[src/hdl/fetch_macros.svh]
// fetch frontend parameters
// widths, major opcodes and queue sizing shared by the fetch blocks

`ifndef FETCH_MACROS_SVH
`define FETCH_MACROS_SVH

// ----------------------------------------------------------
// datapath
// ----------------------------------------------------------
// width of addresses and instruction words
`define FE_XLEN 32

// byte step between sequential instructions, no compressed support
`define FE_INSTR_BYTES 4

// ----------------------------------------------------------
// major opcodes seen by the scanner
// ----------------------------------------------------------
// conditional branches (beq, bne, blt, ...)
`define FE_OPC_BRANCH 7'b1100011

// direct jump with pc-relative target
`define FE_OPC_JAL 7'b1101111

// ----------------------------------------------------------
// fetch queue
// ----------------------------------------------------------
// entries between fetch and back-end
`define FE_QUEUE_DEPTH 4

`endif

[src/hdl/fetch_pkg.sv]
// fetch frontend package
// instruction format views and control-flow classification

`default_nettype none

`include "fetch_macros.svh"

package fetch_pkg;

    // ----------------------------------------------------------
    // instruction formats
    // ----------------------------------------------------------
    // B-format, immediate bits are spread over two fields
    typedef struct packed {
        logic       imm12;
        logic [5:0] imm10_5;
        logic [4:0] rs2;
        logic [4:0] rs1;
        logic [2:0] funct3;
        logic [3:0] imm4_1;
        logic       imm11;
        logic [6:0] opcode;
    } b_fmt_t;

    // J-format, 20-bit immediate in scrambled order
    typedef struct packed {
        logic       imm20;
        logic [9:0] imm10_1;
        logic       imm11;
        logic [7:0] imm19_12;
        logic [4:0] rd;
        logic [6:0] opcode;
    } j_fmt_t;

    // one fetched word, decoded as branch or as jump
    // opcode sits in the same bits for both views
    typedef union packed {
        b_fmt_t                b;
        j_fmt_t                j;
        logic [`FE_XLEN-1:0]   raw;
    } instr_u;

    // ----------------------------------------------------------
    // control flow classes
    // ----------------------------------------------------------
    // jalr is not classified, it needs a target we don't have
    typedef enum logic [1:0] {
        CF_NONE   = 2'd0,
        CF_BRANCH = 2'd1,
        CF_JUMP   = 2'd2
    } cf_e;

endpackage

`default_nettype wire

[src/hdl/fetch_ctrl.sv]
// fetch control
// pc register, four-phase req/ack master to instruction memory,
// static branch prediction and redirect handling

`default_nettype none

`include "fetch_macros.svh"

module fetch_ctrl (
    input  logic                 clk_i,
    input  logic                 rst_ni,
    input  logic [`FE_XLEN-1:0]  boot_addr_i,
    input  logic                 redirect_valid_i,
    input  logic [`FE_XLEN-1:0]  redirect_pc_i,
    input  logic                 imem_ack_i,
    input  logic [`FE_XLEN-1:0]  imem_rdata_i,
    input  logic                 queue_ready_i,
    input  fetch_pkg::cf_e       scan_cf_i,
    input  logic [`FE_XLEN-1:0]  scan_offset_i,
    output logic                 imem_req_o,
    output logic [`FE_XLEN-1:0]  imem_addr_o,
    output fetch_pkg::instr_u    scan_instr_o,
    output logic                 push_valid_o,
    output logic [`FE_XLEN-1:0]  push_pc_o,
    output logic [`FE_XLEN-1:0]  push_instr_o,
    output logic                 push_taken_o,
    output logic [`FE_XLEN-1:0]  push_target_o
);
    import fetch_pkg::*;

    // request fsm encoding
    localparam logic [1:0] ST_IDLE    = 2'd0;
    localparam logic [1:0] ST_REQ     = 2'd1;
    localparam logic [1:0] ST_ACK_LOW = 2'd2;

    localparam logic [`FE_XLEN-1:0] STEP = `FE_INSTR_BYTES;

    logic [1:0]          state_q, state_d;
    // pc of the next fetch to issue
    logic [`FE_XLEN-1:0] pc_q, pc_d;
    // address of the fetch in flight, held stable on the bus
    logic [`FE_XLEN-1:0] addr_q, addr_d;
    // set out of reset so boot_addr_i gets loaded
    logic                boot_load_q;
    // in-flight fetch was overtaken by a redirect
    logic                kill_q, kill_d;

    logic [`FE_XLEN-1:0] fetch_pc;
    logic [`FE_XLEN-1:0] start_addr;
    logic [`FE_XLEN-1:0] next_pc;
    logic                taken;
    logic                ack_seen;

    // ----------------------------------------------------------
    // static prediction
    // ----------------------------------------------------------
    // backward branch taken, forward not taken, jal always taken
    assign taken = (scan_cf_i == CF_JUMP) ||
                   ((scan_cf_i == CF_BRANCH) && scan_offset_i[`FE_XLEN-1]);

    assign next_pc = addr_q + (taken ? scan_offset_i : STEP);

    // returned word goes straight into the scanner
    assign scan_instr_o = instr_u'(imem_rdata_i);

    // first cycle with ack while requesting
    assign ack_seen = (state_q == ST_REQ) && imem_ack_i;

    // ----------------------------------------------------------
    // pc select
    // ----------------------------------------------------------
    assign fetch_pc   = boot_load_q ? boot_addr_i : pc_q;
    // a redirect in the issue cycle wins over the held pc
    assign start_addr = redirect_valid_i ? redirect_pc_i : fetch_pc;

    always_comb begin
        pc_d = fetch_pc;
        // killed data must not move the pc
        if (ack_seen && !kill_q) begin
            pc_d = next_pc;
        end
        if (redirect_valid_i) begin
            pc_d = redirect_pc_i;
        end
    end

    // ----------------------------------------------------------
    // four-phase request fsm
    // ----------------------------------------------------------
    always_comb begin
        state_d = state_q;
        addr_d  = addr_q;
        kill_d  = kill_q;
        case (state_q)
            ST_IDLE: begin
                // only issue when the queue has room for the result
                if (queue_ready_i) begin
                    state_d = ST_REQ;
                    addr_d  = start_addr;
                end
            end
            ST_REQ: begin
                if (imem_ack_i) begin
                    state_d = ST_ACK_LOW;
                    kill_d  = 1'b0;
                end else if (redirect_valid_i) begin
                    kill_d = 1'b1;
                end
            end
            ST_ACK_LOW: begin
                // new req only once ack is seen low
                if (!imem_ack_i) begin
                    if (queue_ready_i) begin
                        state_d = ST_REQ;
                        addr_d  = start_addr;
                    end else begin
                        state_d = ST_IDLE;
                    end
                end
            end
            default: begin
                state_d = ST_IDLE;
            end
        endcase
    end

    always_ff @(posedge clk_i or negedge rst_ni) begin
        if (!rst_ni) begin
            state_q     <= ST_IDLE;
            pc_q        <= '0;
            addr_q      <= '0;
            boot_load_q <= 1'b1;
            kill_q      <= 1'b0;
        end else begin
            state_q     <= state_d;
            pc_q        <= pc_d;
            addr_q      <= addr_d;
            boot_load_q <= 1'b0;
            kill_q      <= kill_d;
        end
    end

    // ----------------------------------------------------------
    // outputs
    // ----------------------------------------------------------
    assign imem_req_o  = (state_q == ST_REQ);
    assign imem_addr_o = addr_q;

    // push on first ack, drop killed data and data racing a redirect
    assign push_valid_o  = ack_seen && !kill_q && !redirect_valid_i;
    assign push_pc_o     = addr_q;
    assign push_instr_o  = imem_rdata_i;
    assign push_taken_o  = taken;
    assign push_target_o = next_pc;

    // req and its address hold until the memory acks
    a_req_hold : assert property (
        @(posedge clk_i) disable iff (!rst_ni)
        (imem_req_o && !imem_ack_i) |=> (imem_req_o && $stable(imem_addr_o))
    );

    // request was only issued with a free slot, so the push must fit
    a_push_room : assert property (
        @(posedge clk_i) disable iff (!rst_ni)
        push_valid_o |-> queue_ready_i
    );

endmodule

`default_nettype wire

[src/hdl/fetch_frontend.sv]
// instruction fetch frontend
// single-issue fetch with static prediction, memory req/ack port
// and a fetch queue toward the back-end

`default_nettype none

`include "fetch_macros.svh"

module fetch_frontend (
    input  logic                 clk_i,
    input  logic                 rst_ni,
    input  logic [`FE_XLEN-1:0]  boot_addr_i,
    // redirect from the back-end, flushes speculative work
    input  logic                 redirect_valid_i,
    input  logic [`FE_XLEN-1:0]  redirect_pc_i,
    // instruction memory, four-phase handshake
    output logic                 imem_req_o,
    output logic [`FE_XLEN-1:0]  imem_addr_o,
    input  logic                 imem_ack_i,
    input  logic [`FE_XLEN-1:0]  imem_rdata_i,
    // fetch entries toward decode
    output logic                 fetch_valid_o,
    input  logic                 fetch_ready_i,
    output logic [`FE_XLEN-1:0]  fetch_pc_o,
    output logic [`FE_XLEN-1:0]  fetch_instr_o,
    output logic                 fetch_taken_o,
    output logic [`FE_XLEN-1:0]  fetch_target_o
);
    import fetch_pkg::*;

    // scanner path
    instr_u              scan_instr;
    cf_e                 scan_cf;
    logic [`FE_XLEN-1:0] scan_offset;

    // control to queue
    logic                queue_ready;
    logic                push_valid;
    logic [`FE_XLEN-1:0] push_pc;
    logic [`FE_XLEN-1:0] push_instr;
    logic                push_taken;
    logic [`FE_XLEN-1:0] push_target;

    // ----------------------------------------------------------
    // decode: classify the returned word
    // ----------------------------------------------------------
    instr_scan i_instr_scan (
        .instr_i  (scan_instr),
        .cf_o     (scan_cf),
        .offset_o (scan_offset)
    );

    // ----------------------------------------------------------
    // execute: pc, memory master, prediction
    // ----------------------------------------------------------
    fetch_ctrl i_fetch_ctrl (
        .clk_i            (clk_i),
        .rst_ni           (rst_ni),
        .boot_addr_i      (boot_addr_i),
        .redirect_valid_i (redirect_valid_i),
        .redirect_pc_i    (redirect_pc_i),
        .imem_ack_i       (imem_ack_i),
        .imem_rdata_i     (imem_rdata_i),
        .queue_ready_i    (queue_ready),
        .scan_cf_i        (scan_cf),
        .scan_offset_i    (scan_offset),
        .imem_req_o       (imem_req_o),
        .imem_addr_o      (imem_addr_o),
        .scan_instr_o     (scan_instr),
        .push_valid_o     (push_valid),
        .push_pc_o        (push_pc),
        .push_instr_o     (push_instr),
        .push_taken_o     (push_taken),
        .push_target_o    (push_target)
    );

    // ----------------------------------------------------------
    // result: queue toward the back-end
    // ----------------------------------------------------------
    // redirect empties the queue in the same cycle
    fetch_queue i_fetch_queue (
        .clk_i          (clk_i),
        .rst_ni         (rst_ni),
        .flush_i        (redirect_valid_i),
        .push_valid_i   (push_valid),
        .push_pc_i      (push_pc),
        .push_instr_i   (push_instr),
        .push_taken_i   (push_taken),
        .push_target_i  (push_target),
        .fetch_ready_i  (fetch_ready_i),
        .queue_ready_o  (queue_ready),
        .fetch_valid_o  (fetch_valid_o),
        .fetch_pc_o     (fetch_pc_o),
        .fetch_instr_o  (fetch_instr_o),
        .fetch_taken_o  (fetch_taken_o),
        .fetch_target_o (fetch_target_o)
    );

endmodule

`default_nettype wire

[src/hdl/fetch_queue.sv]
// fetch queue
// circular FIFO of fetch entries toward the back-end,
// valid/ready on the output side and a same-cycle flush

`default_nettype none

`include "fetch_macros.svh"

module fetch_queue (
    input  logic                 clk_i,
    input  logic                 rst_ni,
    input  logic                 flush_i,
    input  logic                 push_valid_i,
    input  logic [`FE_XLEN-1:0]  push_pc_i,
    input  logic [`FE_XLEN-1:0]  push_instr_i,
    input  logic                 push_taken_i,
    input  logic [`FE_XLEN-1:0]  push_target_i,
    input  logic                 fetch_ready_i,
    output logic                 queue_ready_o,
    output logic                 fetch_valid_o,
    output logic [`FE_XLEN-1:0]  fetch_pc_o,
    output logic [`FE_XLEN-1:0]  fetch_instr_o,
    output logic                 fetch_taken_o,
    output logic [`FE_XLEN-1:0]  fetch_target_o
);
    localparam int DEPTH = `FE_QUEUE_DEPTH;
    localparam int PTR_W = $clog2(DEPTH);
    localparam int CNT_W = $clog2(DEPTH + 1);

    // entry storage
    logic [`FE_XLEN-1:0] pc_mem     [DEPTH];
    logic [`FE_XLEN-1:0] instr_mem  [DEPTH];
    logic                taken_mem  [DEPTH];
    logic [`FE_XLEN-1:0] target_mem [DEPTH];

    logic [PTR_W-1:0]    wr_ptr_q;
    logic [PTR_W-1:0]    rd_ptr_q;
    logic [CNT_W-1:0]    count_q;
    logic                full;
    logic                push;
    logic                pop;

    assign full = (count_q == CNT_W'(DEPTH));
    assign push = push_valid_i && !full;
    assign pop  = fetch_valid_o && fetch_ready_i;

    // ----------------------------------------------------------
    // pointers and fill level
    // ----------------------------------------------------------
    always_ff @(posedge clk_i or negedge rst_ni) begin
        if (!rst_ni) begin
            wr_ptr_q <= '0;
            rd_ptr_q <= '0;
            count_q  <= '0;
        end else if (flush_i) begin
            // drop everything queued, speculative path is gone
            wr_ptr_q <= '0;
            rd_ptr_q <= '0;
            count_q  <= '0;
        end else begin
            if (push) begin
                wr_ptr_q <= (wr_ptr_q == PTR_W'(DEPTH - 1)) ? '0 : wr_ptr_q + 1'b1;
            end
            if (pop) begin
                rd_ptr_q <= (rd_ptr_q == PTR_W'(DEPTH - 1)) ? '0 : rd_ptr_q + 1'b1;
            end
            case ({push, pop})
                2'b10:   count_q <= count_q + 1'b1;
                2'b01:   count_q <= count_q - 1'b1;
                default: count_q <= count_q;
            endcase
        end
    end

    // write port
    always_ff @(posedge clk_i) begin
        if (push) begin
            pc_mem[wr_ptr_q]     <= push_pc_i;
            instr_mem[wr_ptr_q]  <= push_instr_i;
            taken_mem[wr_ptr_q]  <= push_taken_i;
            target_mem[wr_ptr_q] <= push_target_i;
        end
    end

    // ----------------------------------------------------------
    // back-end side
    // ----------------------------------------------------------
    assign queue_ready_o  = !full;
    assign fetch_valid_o  = (count_q != '0);
    assign fetch_pc_o     = pc_mem[rd_ptr_q];
    assign fetch_instr_o  = instr_mem[rd_ptr_q];
    assign fetch_taken_o  = taken_mem[rd_ptr_q];
    assign fetch_target_o = target_mem[rd_ptr_q];

    // producer checks the space before it issues a fetch
    a_no_overflow : assert property (
        @(posedge clk_i) disable iff (!rst_ni)
        push_valid_i |-> !full
    );

    // the fetch side suppresses its push during a redirect
    a_flush_empty : assert property (
        @(posedge clk_i) disable iff (!rst_ni)
        flush_i |=> !fetch_valid_o
    );

endmodule

`default_nettype wire

[src/hdl/instr_scan.sv]
// instruction scanner
// classifies a fetched word as branch, jal or other and
// returns its sign-extended pc-relative offset

`default_nettype none

`include "fetch_macros.svh"

module instr_scan (
    input  fetch_pkg::instr_u    instr_i,
    output fetch_pkg::cf_e       cf_o,
    output logic [`FE_XLEN-1:0]  offset_o
);
    import fetch_pkg::*;

    // reassembled immediates, already sign extended
    logic [`FE_XLEN-1:0] b_imm;
    logic [`FE_XLEN-1:0] j_imm;
    // opcode match flags
    logic                is_branch;
    logic                is_jal;

    // ----------------------------------------------------------
    // opcode match
    // ----------------------------------------------------------
    // both views share bits 6:0, the B view is used for the test
    assign is_branch = (instr_i.b.opcode == `FE_OPC_BRANCH);
    assign is_jal    = (instr_i.j.opcode == `FE_OPC_JAL);

    // ----------------------------------------------------------
    // immediate reassembly
    // ----------------------------------------------------------
    // branch offset: imm[12|10:5|4:1|11], bit 0 always zero
    assign b_imm = {
        {(`FE_XLEN - 13){instr_i.b.imm12}},
        instr_i.b.imm12,
        instr_i.b.imm11,
        instr_i.b.imm10_5,
        instr_i.b.imm4_1,
        1'b0
    };

    // jal offset: imm[20|10:1|11|19:12], bit 0 always zero
    assign j_imm = {
        {(`FE_XLEN - 21){instr_i.j.imm20}},
        instr_i.j.imm20,
        instr_i.j.imm19_12,
        instr_i.j.imm11,
        instr_i.j.imm10_1,
        1'b0
    };

    // ----------------------------------------------------------
    // classification
    // ----------------------------------------------------------
    always_comb begin
        // default: plain instruction, no offset
        cf_o     = CF_NONE;
        offset_o = '0;
        if (is_branch) begin
            cf_o     = CF_BRANCH;
            offset_o = b_imm;
        end else if (is_jal) begin
            cf_o     = CF_JUMP;
            offset_o = j_imm;
        end
    end

endmodule

`default_nettype wire

[config.mk]
export PLATFORM = sky130hd
export DESIGN_NAME = fetch_frontend
export DESIGN_NICKNAME = d
export VERILOG_FILES = /design/src/hdl/fetch_pkg.sv /design/src/hdl/fetch_ctrl.sv /design/src/hdl/fetch_frontend.sv /design/src/hdl/fetch_queue.sv /design/src/hdl/instr_scan.sv
export VERILOG_INCLUDE_DIRS = /design/src /design/src/hdl
export SDC_FILE = /design/constraint.sdc
export NUM_CORES = 1
export LEC_CHECK = 0
export BUFFER_PORTS_ARGS = -buffer_cell sky130_fd_sc_hd__buf_2
export CAP_MARGIN = 10
export CORE_MARGIN = 2
export CORE_UTILIZATION = 53
export DETAILED_ROUTE_END_ITERATION = 8
export GPL_TIMING_DRIVEN = 0
export PLACE_DENSITY = 0.74
export SLEW_MARGIN = 20
export SYNTH_ARGS = -nofsm -noshare
export SYNTH_HDL_FRONTEND = slang
export SYNTH_SLANG_ARGS = --single-unit
[constraint.sdc]
create_clock -name clk_i -period 4.07 [get_ports clk_i]
set_input_delay 0.6105 -clock clk_i [delete_from_list [all_inputs] [get_ports clk_i]]
set_output_delay 0.6105 -clock clk_i [all_outputs]
set_load 0.01 [all_outputs]
==> impl_metrics.py, run 1 <==
metrics = {
    "global_routing": {
        "grt_max_degree": 55,
        "grt_pass1_vias": 11900,
        "grt-ovfl-total": 0,
        "antenna_found_initial": 0,
        "grt_first_pass_wirelength_microns": 73000,
        "grt_use_total_pct": 26.0,
    },
    "power_and_ir_drop": {
        "p_per_area_nw_per_um2": 624,
        "leakage_nw": 8.23,
        "ir_drop_v": 0.000310,
    },
    "detailed_routing": {
        "ant_nets": 0,
        "drt-initial-drc-count": 1136,
        "vias": 11800,
        "drc": 0,
        "wl_microns": 49000,
        "via_per_inst": 6.02,
        "first_pass_iters": 7,
        "wl_per_cell_microns": 25.1,
    },
    "placed_design": {
        "hpwl_microns": 33700,
        "place_worst_setup_slack_ns": -1.15,
        "io_buffers": 230,
        "gp_congestion": 0.897,
        "dp_cells": 1868,
    },
    "critical_path": {
        "rr_worst_depth": 11,
        "regToRegSetupSlack_ns": 0.74,
        "crit_fanout": 13,
        "critPathKind": "input pin to flip-flop",
        "r2r_start": "i_fetch_ctrl.imem_addr_o[8]",
        "cp-endpoint": "i_fetch_ctrl.pc_q[25]",
        "start_kind": "input pin",
        "r2r_end": "i_fetch_ctrl.pc_q[20]",
        "worstPathArrival_ns": 4.29,
        "end_kind": "flip-flop",
        "startpoint": "imem_rdata_i[4]",
        "crit_required_ns": 4.50,
    },
    "logic_synthesis": {
        "synth_top_area_cell": "edfxtp_1",
        "avgSynthCellArea_sq_um": 16.7,
        "synth_top_area_share_pct": 59.5,
        "synth-main-ff-cell": "edfxtp_1",
        "ys_ff_latch": 459,
        "synthCells": 1161,
        "ys_types": 61,
        "synth_edf_count": 384,
        "yosysSeqAreaShare_pct": 69.2,
        "synth-async-reset-ratio_pct": 16.3,
        "syn-num-nets": 1288,
        "ys.warnings.count": 0,
        "synth_area_sq_um": 19400,
        "synthTopCellsByArea": "edfxtp_1, mux4_2, dfrtp_1",
    },
    "clocking": {
        "cts_sinks": 459,
        "cts_made_buffers": 45,
        "cts-root-buf": "clkbuf_16",
        "cts_tree": "done",
        "htreeDepth": 2,
        "insertion_delay_ns": 0.56,
        "clkTransAtPathRegs_ns": 0.06,
        "cts_buffer_depth": 3,
    },
    "sta": {
        "fmax_mhz": 259,
        "rsz0062_at_grt": "no",
        "period_needed_ns": 3.86,
        "worst_pin_slew_ns": 0.992,
        "finalHoldViolations": 0,
        "max_slew_margin_pct": 33.9,
        "slew_violations": 0,
        "final.setup.tns_ns": 0,
        "setup_ws_ns": 0.214,
        "hold_ws_ns": 0.289,
        "fin_worst_skew_ns": 0.0259,
        "min_period_over_period_pct": 94.7,
        "finalSetupViolations": 0,
    },
    "floorplanning": {
        "fp.dieH_microns": 195,
        "rows": 70,
        "coreArea_sq_um": 36300,
        "die-area_sq_um": 38100,
        "start_util_pct": 53.4,
        "die_x_microns": 195,
        "io_pins": 232,
    },
    "min_path": {
        "hold_class": "input pin to flip-flop",
        "min_path_cells": 1,
    },
    "cells_and_area": {
        "area_delta_synth_final_pct": 18.6,
        "drive_gt1_share_pct": 31.4,
        "fin_util_pct": 63.4,
        "final_common_cell": "edfxtp_1",
        "nFillCells": 2622,
        "num-nets-final": 1578,
        "final_cell_mix": "edfxtp_1, buf_2, mux4_2",
        "final_cells": 1954,
    },
    "status": {
        "status": "finished, final reports clean",
    },
    "flow_run": {
        "drv_cap": 0,
    },
}
==> Yosys cell counts, types with 22 or more instances <==
master    count
a21oi_1      50
clkbuf_1     48
dfrtp_1      74
edfxtp_1    384
ha_1         24
mux2i_1      22
mux4_2       96
nand2_1      79
nor2_1       30
nor2b_1      39
o21a_1       28
o21ai_0      56
==> sequential cells by signal (all words and copies together), names as in the netlist, 3 cells and up <==
name,cells
i_fetch_queue.pc_mem,124
i_fetch_queue.target_mem,128
i_fetch_ctrl.pc_q,32
i_fetch_ctrl.imem_addr_o,32
i_fetch_queue.count_q,3
i_fetch_queue.taken_mem,4
i_fetch_queue.instr_mem,128
==> routing by layer <==
metal	wire, microns	GRT usage [%]	up-vias
li1	-	-	5161
met1	20200	37.3	5935
met2	22800	40.3	600
met3	4750	5.91	75
met4	1200	7.66	0
met5	0	0	-
==> power breakdown <==
part	switching, mW	internal [mW]
Sequential	0.508	5.90
Combinational	2.33	1.60
Clock	1.70	2.30
==> critical path: stages <==
cell and delay (ns):
buf_2 0.13, and4b_2 0.34, nand2_2 0.16, a21oi_4 0.17, buf_4 0.19, and2_1 0.16, ha_1 0.31, a21o_1 0.22
o21bai_1 0.17, a311o_1 0.46, o32ai_4 0.49, nand2b_4 0.24, o21ai_0 0.12, xor2_1 0.17, buf_4 0.16, o21a_1 0.17
==> metrics by stage <==
| stage | area [sq um] | power (mW) |
|---|---|---|
| 2_1_floorplan | 19400 | 8.71 |
| 3_3_place_gp | 21100 | 10.2 |
| 3_5_place_dp | 21300 | 10.3 |
| 4_1_cts | 22900 | 14.4 |
| 5_1_grt | 23000 | 14.9 |
| 6_report | 23000 | 14.3 |
==> cell families (layout without fill, tap and decap cells) <==
group                    count (synthesis)  in the layout  share of synthesized area (%)
multiplexers                           133            133                           13.2
AO/OA/AOI/OAI                          209            209                           6.92
buffers and inverters                   77            401                           1.62
XOR/XNOR                                29             29                           1.35
flip-flops                             459            459                           69.2
adder cells (fa/ha/maj)                 26             26                           1.76
other                                    1              2                         0.0194
AND/OR/NAND/NOR                        227            227                           5.95
==> how the worst min path moves through the flow <==
stage                              from                             end  slack [ns]
finish                 imem_rdata_i[14]  i_fetch_queue.instr_mem[1][14]        0.29
global route           imem_rdata_i[18]  i_fetch_queue.instr_mem[3][18]        0.28
CTS                     imem_rdata_i[4]   i_fetch_queue.instr_mem[2][4]        0.26
detailed placement               rst_ni           i_fetch_ctrl.pc_q[25]        0.53
global placement    i_fetch_ctrl.kill_q             i_fetch_ctrl.kill_q        0.54
floorplan                        rst_ni     i_fetch_ctrl.imem_addr_o[0]        0.31
==> timing repair <==
item / 4_1_cts / 5_1_grt
hold endpoints to repair: 21 / 0
hold buffers: 1 / 0
setup endpoints to repair: 81 / 84
pin swaps: 2 / 2
setup buffers: 1 / 2
gates resized for setup: 19 / 23
==> final cells by class <==
class / instances / area, sq um / share of cell area [%]
sequential: 459 / 13400 / 58.4
inverter: 8 / 30.0 / 0.131
clock buffer: 64 / 1270 / 5.52
multi-input combinational: 625 / 5810 / 25.3
timing repair buffer: 243 / 1400 / 6.11
antenna: 1 / 2.50 / 0.0109
tap: 468 / 586 / 2.55
clock inverter: 17 / 150 / 0.653
buffer: 69 / 317 / 1.38
Power figures use the tool's default switching activity.
==> run 2, diff against run 1 <==
--- a/config.mk
+++ b/config.mk
@@ -6,13 +6,14 @@
 export SDC_FILE = /design/constraint.sdc
 export NUM_CORES = 1
 export LEC_CHECK = 0
+export ABC_AREA = 1
 export BUFFER_PORTS_ARGS = -buffer_cell sky130_fd_sc_hd__buf_2
 export CAP_MARGIN = 10
 export CORE_MARGIN = 2
 export CORE_UTILIZATION = 53
 export DETAILED_ROUTE_END_ITERATION = 8
 export GPL_TIMING_DRIVEN = 0
-export PLACE_DENSITY = 0.74
+export PLACE_DENSITY = 0.73
 export SLEW_MARGIN = 20
 export SYNTH_ARGS = -nofsm -noshare
 export SYNTH_HDL_FRONTEND = slang
==> impl_metrics.py, run 2 <==
metrics = {
    "critical_path": {
        "critPathKind": "flip-flop to output port",
        "critPathMaxStageDelay_ns": 0.59,
        "r2r_start": "i_fetch_ctrl.state_q[1]",
        "end_kind": "output port",
        "crit_fanout": 10,
        "cpMostUsedCell": "clkbuf_2",
        "crit_required_ns": 3.46,
        "start_kind": "flip-flop",
        "startpoint": "i_fetch_queue.rd_ptr_q[0]",
        "critical_path.slowest_cell": "clkbuf_1",
        "worstPathArrival_ns": 3.28,
        "crit_buf_inv": 6,
        "cpLargestDelayFamily": "buffers and inverters",
        "crit_chain": "clkbuf_2 > inv_1 > clkbuf_2 > clkbuf_1 > o21ai_0 > o22ai_1 > buf_4 > buf_2",
    },
    "placed_design": {
        "gp_congestion": 0.917,
        "place_worst_setup_slack_ns": -0.364,
        "io_buffers": 231,
        "hpwl_microns": 42200,
    },
    "global_routing": {
        "grt_first_pass_wirelength_microns": 86500,
        "grt_pass1_vias": 14500,
        "globalRouteMet1Util_pct": 42.1,
        "grt.busiest_layer": "met2",
        "grt_max_degree": 40,
        "antenna_found_initial": 1,
        "grt_use_met2_pct": 46.8,
        "grt.met3_usage_pct": 4.27,
        "grt_use_total_pct": 29.8,
        "grt-ovfl-total": 0,
    },
    "logic_synthesis": {
        "synth_area_sq_um": 20100,
        "synth-main-ff-cell": "edfxtp_1",
        "ys_ff_latch": 459,
        "syn-num-nets": 1898,
        "synth_edf_count": 384,
        "synth_top_area_share_pct": 57.5,
        "synthTopCellsByArea": "edfxtp_1, dfrtp_1, o21ai_0",
        "synth_top_area_cell": "edfxtp_1",
        "synthCells": 1771,
        "yosysSeqAreaShare_pct": 66.8,
        "ys_types": 49,
        "yosysMostFrequentCell": "edfxtp_1",
        "synth-async-reset-ratio_pct": 16.3,
        "synth_commonest_cells": "edfxtp_1, o21ai_0, nor2_1",
        "avgSynthCellArea_sq_um": 11.3,
        "ys.warnings.count": 0,
    },
    "clocking": {
        "cts-root-buf": "clkbuf_16",
        "htreeDepth": 2,
        "cts_buffer_depth": 3,
        "cts_sinks": 459,
        "cts_tree": "done",
        "holdBufCountCts": 0,
        "insertion_delay_ns": 0.57,
        "clkTransAtPathRegs_ns": 0.06,
        "cts_made_buffers": 48,
    },
    "cells_and_area": {
        "reg_top3": "i_fetch_queue.instr_mem x128, i_fetch_queue.target_mem x128, i_fetch_queue.pc_mem x124",
        "fin_util_pct": 63.9,
        "drive_gt1_share_pct": 17.8,
        "area_delta_synth_final_pct": 19.4,
        "final_cell_mix": "edfxtp_1, o21ai_0, nor2_1",
        "num-nets-final": 2199,
        "num_antenna_cells": 0,
        "final_common_cell": "edfxtp_1",
    },
    "detailed_routing": {
        "ant_nets": 0,
        "wl_microns": 58900,
        "via_per_inst": 5.83,
        "wl_per_cell_microns": 22.5,
        "vias": 15300,
        "drc": 0,
        "first_pass_iters": 5,
        "drt-initial-drc-count": 1555,
    },
    "sta": {
        "slew_violations": 0,
        "fmax_mhz": 257,
        "setup_ws_ns": 0.182,
        "worst_pin_slew_ns": 0.912,
        "min_period_over_period_pct": 95.5,
        "finalSetupViolations": 0,
        "finalHoldViolations": 0,
        "period_needed_ns": 3.89,
        "fin_worst_skew_ns": 0.0256,
        "rsz0062_at_grt": "no",
        "max_slew_margin_pct": 39.1,
    },
    "power_and_ir_drop": {
        "clockPowerShare_pct": 27.7,
        "power_frac_seq_pct": 40.9,
        "combPwrFrac_pct": 31.4,
        "p_sw_mw": 5.73,
        "leakage_nw": 9.34,
        "p_per_area_nw_per_um2": 655,
        "ir_drop_v": 0.000493,
        "intPower_mw": 9.97,
        "switching_share_pct": 36.5,
    },
    "status": {
        "status": "finished, final reports clean",
    },
    "flow_run": {
        "drv_cap": 0,
    },
    "floorplanning": {
        "io_pins": 232,
        "rows": 71,
        "die-area_sq_um": 39400,
        "die_x_microns": 199,
        "start_util_pct": 53.5,
        "fp.dieH_microns": 199,
        "coreArea_sq_um": 37500,
    },
    "min_path": {
        "hold_class": "input pin to asynchronous set/reset pin",
    },
}
-- run 2: changes by cell type in the layout (fill, tap and decap cells not counted), sizes merged, moves of 94 or more --
cell	before	now
nand2	79	229
inv	8	102
o21ai	56	280
o22ai	0	98
mux4	96	0
nor2	30	267
-- run 2: metal layers --
layer	wire length (microns)	part of all wire (%)
met2	27600	47
met3	5520	9.4
met5	0	0
met1	23600	40
met4	2160	3.7
-- run 2: metrics by stage --
step | hold slack (ns) | total power, mW | setup TNS (ns) | instance area (sq um) | instances
2_1_floorplan | 0.315 | 9.07 | -51.57 | 20100 | 1771
3_3_place_gp | 0.454 | 11.2 | -875.84 | 21900 | 2513
3_5_place_dp | 0.473 | 11.4 | -8.09 | 22400 | 2534
4_1_cts | 0.0345 | 15.7 | 0 | 24000 | 2620
5_1_grt | 0.0596 | 16.4 | 0 | 24000 | 2620
6_report | 0.0189 | 15.7 | 0 | 24000 | 2620
-- run 2: power by group through the flow --
stage / clock network, mW / registers, mW / logic, mW
global placement: 0 / 6.50 / 4.71
detailed placement: 0 / 6.50 / 4.86
CTS: 4.37 / 6.41 / 4.89
global route: 4.57 / 6.46 / 5.33
floorplan: 0 / 6.36 / 2.71
finish: 4.36 / 6.41 / 4.93
-- run 2: cell families after synthesis --
family,Yosys count,share of synthesized area [%]
xor+xnor,26,1.23
other cells,1,0.0187
flops,459,66.8
compound gates,474,13.1
buf+inv,201,3.93
mux,32,1.60
fa+ha+maj,26,1.70
simple gates,552,11.7
-- run 2: final cells by class --
| cell class | instances | area [sq um] |
|---|---|---|
| clock buffer | 66 | 1350 |
| tap | 511 | 639 |
| timing repair buffer | 252 | 1650 |
| sequential | 459 | 13400 |
| multi-input combinational | 1111 | 5900 |
| fill | 2938 | 13500 |
| buffer | 97 | 403 |
| clock inverter | 21 | 223 |
| inverter | 103 | 387 |
-- run 2: worst reg2reg max path: stages (launching register included) --
cell,delay (ns)
dfrtp_1,0.40
nor2_4,0.13
nand2_1,0.12
nor2_4,0.22
inv_1,0.11
nor2_1,0.20
nand2_1,0.30
nor2_4,0.72
buf_16,0.25
buf_8,0.20
buf_16,0.17
-- run 2: repair_timing --
action | in CTS | in global routing
gates resized for setup | 3 | 3
buffers inserted | 0 | 0
endpoints found under the setup margin | 38 | 13
-- run 2: path summary, 6_finish.rpt --
kind,end,slack [ns],cells past startpoint
max,fetch_target_o[0],0.18,8
min,i_fetch_queue.count_q[2],0.02,1
max reg2reg,i_fetch_queue.instr_mem[1][3],0.96,10
min reg2reg,i_fetch_ctrl.state_q[1],0.48,1
max in group asynchronous,i_fetch_ctrl.imem_addr_o[15],3.41,2
min in group clk_i,i_fetch_ctrl.pc_q[26],0.26,3
==> run 3, diff against run 2 <==
--- a/config.mk
+++ b/config.mk
@@ -14,7 +14,6 @@
 export DETAILED_ROUTE_END_ITERATION = 8
 export GPL_TIMING_DRIVEN = 0
 export PLACE_DENSITY = 0.73
-export SLEW_MARGIN = 20
 export SYNTH_ARGS = -nofsm -noshare
 export SYNTH_HDL_FRONTEND = slang
 export SYNTH_SLANG_ARGS = --single-unit
==> constraint.sdc (replaced) <==
create_clock -name clk_i -period 4.07 [get_ports clk_i]
set_input_delay 0.407 -clock clk_i [delete_from_list [all_inputs] [get_ports clk_i]]
set_output_delay 0.407 -clock clk_i [all_outputs]
set_load 0.01 [all_outputs]
==> impl_metrics.py, run 3 (synthesis results as in run 2) <==
metrics = {
    "cells_and_area": {
        "area_delta_synth_final_pct": 18.5,
        "final_cell_mix": "edfxtp_1, o21ai_0, nor2_1",
        "reg_top3": "i_fetch_queue.instr_mem x128, i_fetch_queue.target_mem x128, i_fetch_queue.pc_mem x124",
        "num-nets-final": 2195,
        "num_antenna_cells": 0,
        "nFillCells": 2954,
        "drive_gt1_share_pct": 17.1,
        "final_common_cell": "edfxtp_1",
    },
    "min_path": {
        "min_from": "redirect_pc_i[29]",
        "hold_class": "input pin to flip-flop",
        "min_path_cells": 3,
        "whs_endpoint": "i_fetch_ctrl.pc_q[29]",
    },
    "global_routing": {
        "grt_max_degree": 40,
        "grt_use_total_pct": 30.0,
        "grt_first_pass_wirelength_microns": 87300,
        "grt_pass1_vias": 14600,
        "grt-ovfl-total": 0,
        "antenna_found_initial": 0,
    },
    "floorplanning": {
        "rows": 71,
        "coreArea_sq_um": 37500,
        "start_util_pct": 53.5,
        "die-area_sq_um": 39400,
        "fp.dieH_microns": 199,
        "io_pins": 232,
        "die_x_microns": 199,
    },
    "sta": {
        "period_needed_ns": 3.94,
        "fmax_mhz": 254,
        "setup_ws_ns": 0.129,
        "fin_worst_skew_ns": 0.0234,
        "worst_pin_slew_ns": 0.950,
        "min_period_over_period_pct": 96.8,
        "slew_violations": 0,
        "rsz0062_at_grt": "no",
        "max_slew_margin_pct": 36.5,
        "finalHoldViolations": 0,
        "finalSetupViolations": 0,
    },
    "placed_design": {
        "place_worst_setup_slack_ns": -0.155,
        "hpwl_microns": 41600,
        "io_buffers": 231,
        "gp_congestion": 0.917,
    },
    "detailed_routing": {
        "wl_per_cell_microns": 22.6,
        "drt-initial-drc-count": 1566,
        "via_per_inst": 5.84,
        "wl_microns": 59100,
        "first_pass_iters": 5,
        "vias": 15300,
        "drc": 0,
        "ant_nets": 0,
    },
    "clocking": {
        "clkTransAtPathRegs_ns": 0.06,
        "postCtsSetupBuffers": 0,
        "cts_sinks": 459,
        "insertion_delay_ns": 0.56,
        "cts_buffer_depth": 3,
        "cts_tree": "done",
        "htreeDepth": 2,
        "cts_made_buffers": 47,
        "cts-root-buf": "clkbuf_16",
    },
    "critical_path": {
        "cpMostUsedCell": "clkbuf_1",
        "r2r_start": "i_fetch_ctrl.state_q[1]",
        "critPathKind": "flip-flop to output port",
        "start_kind": "flip-flop",
        "r2r_end": "i_fetch_queue.pc_mem[2][29]",
        "rr_worst_depth": 9,
        "crit_chain": "clkbuf_2 > inv_1 > clkbuf_1 > clkbuf_1 > nor2_1 > o22ai_1 > buf_2",
        "critical_path.slowest_cell": "clkbuf_1",
        "regToRegSetupSlack_ns": 0.89,
        "end_kind": "output port",
        "critPathMaxStageDelay_ns": 0.72,
        "crit_fanout": 10,
        "crit_required_ns": 3.66,
        "worstPathArrival_ns": 3.53,
    },
    "power_and_ir_drop": {
        "leakage_nw": 9.24,
        "total_power_mw": 15.6,
        "ir_drop_v": 0.000465,
        "p_per_area_nw_per_um2": 657,
    },
    "status": {
        "status": "finished, final reports clean",
    },
    "flow_run": {
        "drv_cap": 0,
    },
}
## run 3: per-layer routing
metal,part of all wire (%),global-route usage (%)
met5,0,0
met4,4.5,13.0
met3,9.8,4.59
met2,46,47.2
met1,40,41.9
## run 3: power breakdown
part           leakage [nW]  switching (mW)  internal (mW)
registers              4.36           0.515           5.90
logic                  4.16            3.43           1.48
clock network         0.727            1.76           2.53
total                  9.24            5.71           9.90
## run 3: worst max path at each step
stage                                      end  cells after the start                 startpoint  slack (ns)
5_1_grt        i_fetch_queue.target_mem[3][29]                     22            imem_rdata_i[3]      0.0006
3_5_place_dp   i_fetch_queue.target_mem[3][29]                     22            imem_rdata_i[5]       -0.16
4_1_cts                     fetch_target_o[27]                      6  i_fetch_queue.rd_ptr_q[0]        0.03
6_report                    fetch_target_o[27]                      7  i_fetch_queue.rd_ptr_q[0]        0.13
3_3_place_gp     i_fetch_queue.instr_mem[3][5]                      7    i_fetch_ctrl.state_q[1]       -2.12
2_1_floorplan    i_fetch_queue.instr_mem[0][0]                      7    i_fetch_ctrl.state_q[1]       -0.09
## run 3: through the flow
step	TNS [ns]	cells	hold slack [ns]	area (sq um)	utilization, %
6_report	0	2616	0.0821	23800	63.4
5_1_grt	0	2616	0.0812	23800	63.4
4_1_cts	0	2616	0.0677	23800	63.4
3_5_place_dp	-1.23	2529	0.422	22200	59.3
3_3_place_gp	-792.54	2513	0.454	21900	58.4
2_1_floorplan	-33.90	1771	0.111	20100	-
## run 3: area by class of cell
type	instances	area, sq um	area share (%)
inverters	103	387	1.63
plain buffers	98	404	1.70
multi-input cells	1111	5900	24.8
clock inverters	14	214	0.900
repair buffers	248	1520	6.39
clock buffers	72	1300	5.47
flip-flops and latches	459	13400	56.4
well taps	511	639	2.69
## run 3: critical path, delay by kind of cell (launching register included)
family          cells  cell delay (ns)
simple gates        1             0.08
buf+inv             5             2.01
flops               1             0.52
compound gates      1             0.35
## run 3: repair_timing
item / 4_1_cts / 5_1_grt
hold endpoints to repair: 35 / 0
endpoints found under the setup margin: 0 / 14
hold buffers: 1 / 0
gates resized for setup: 0 / 5
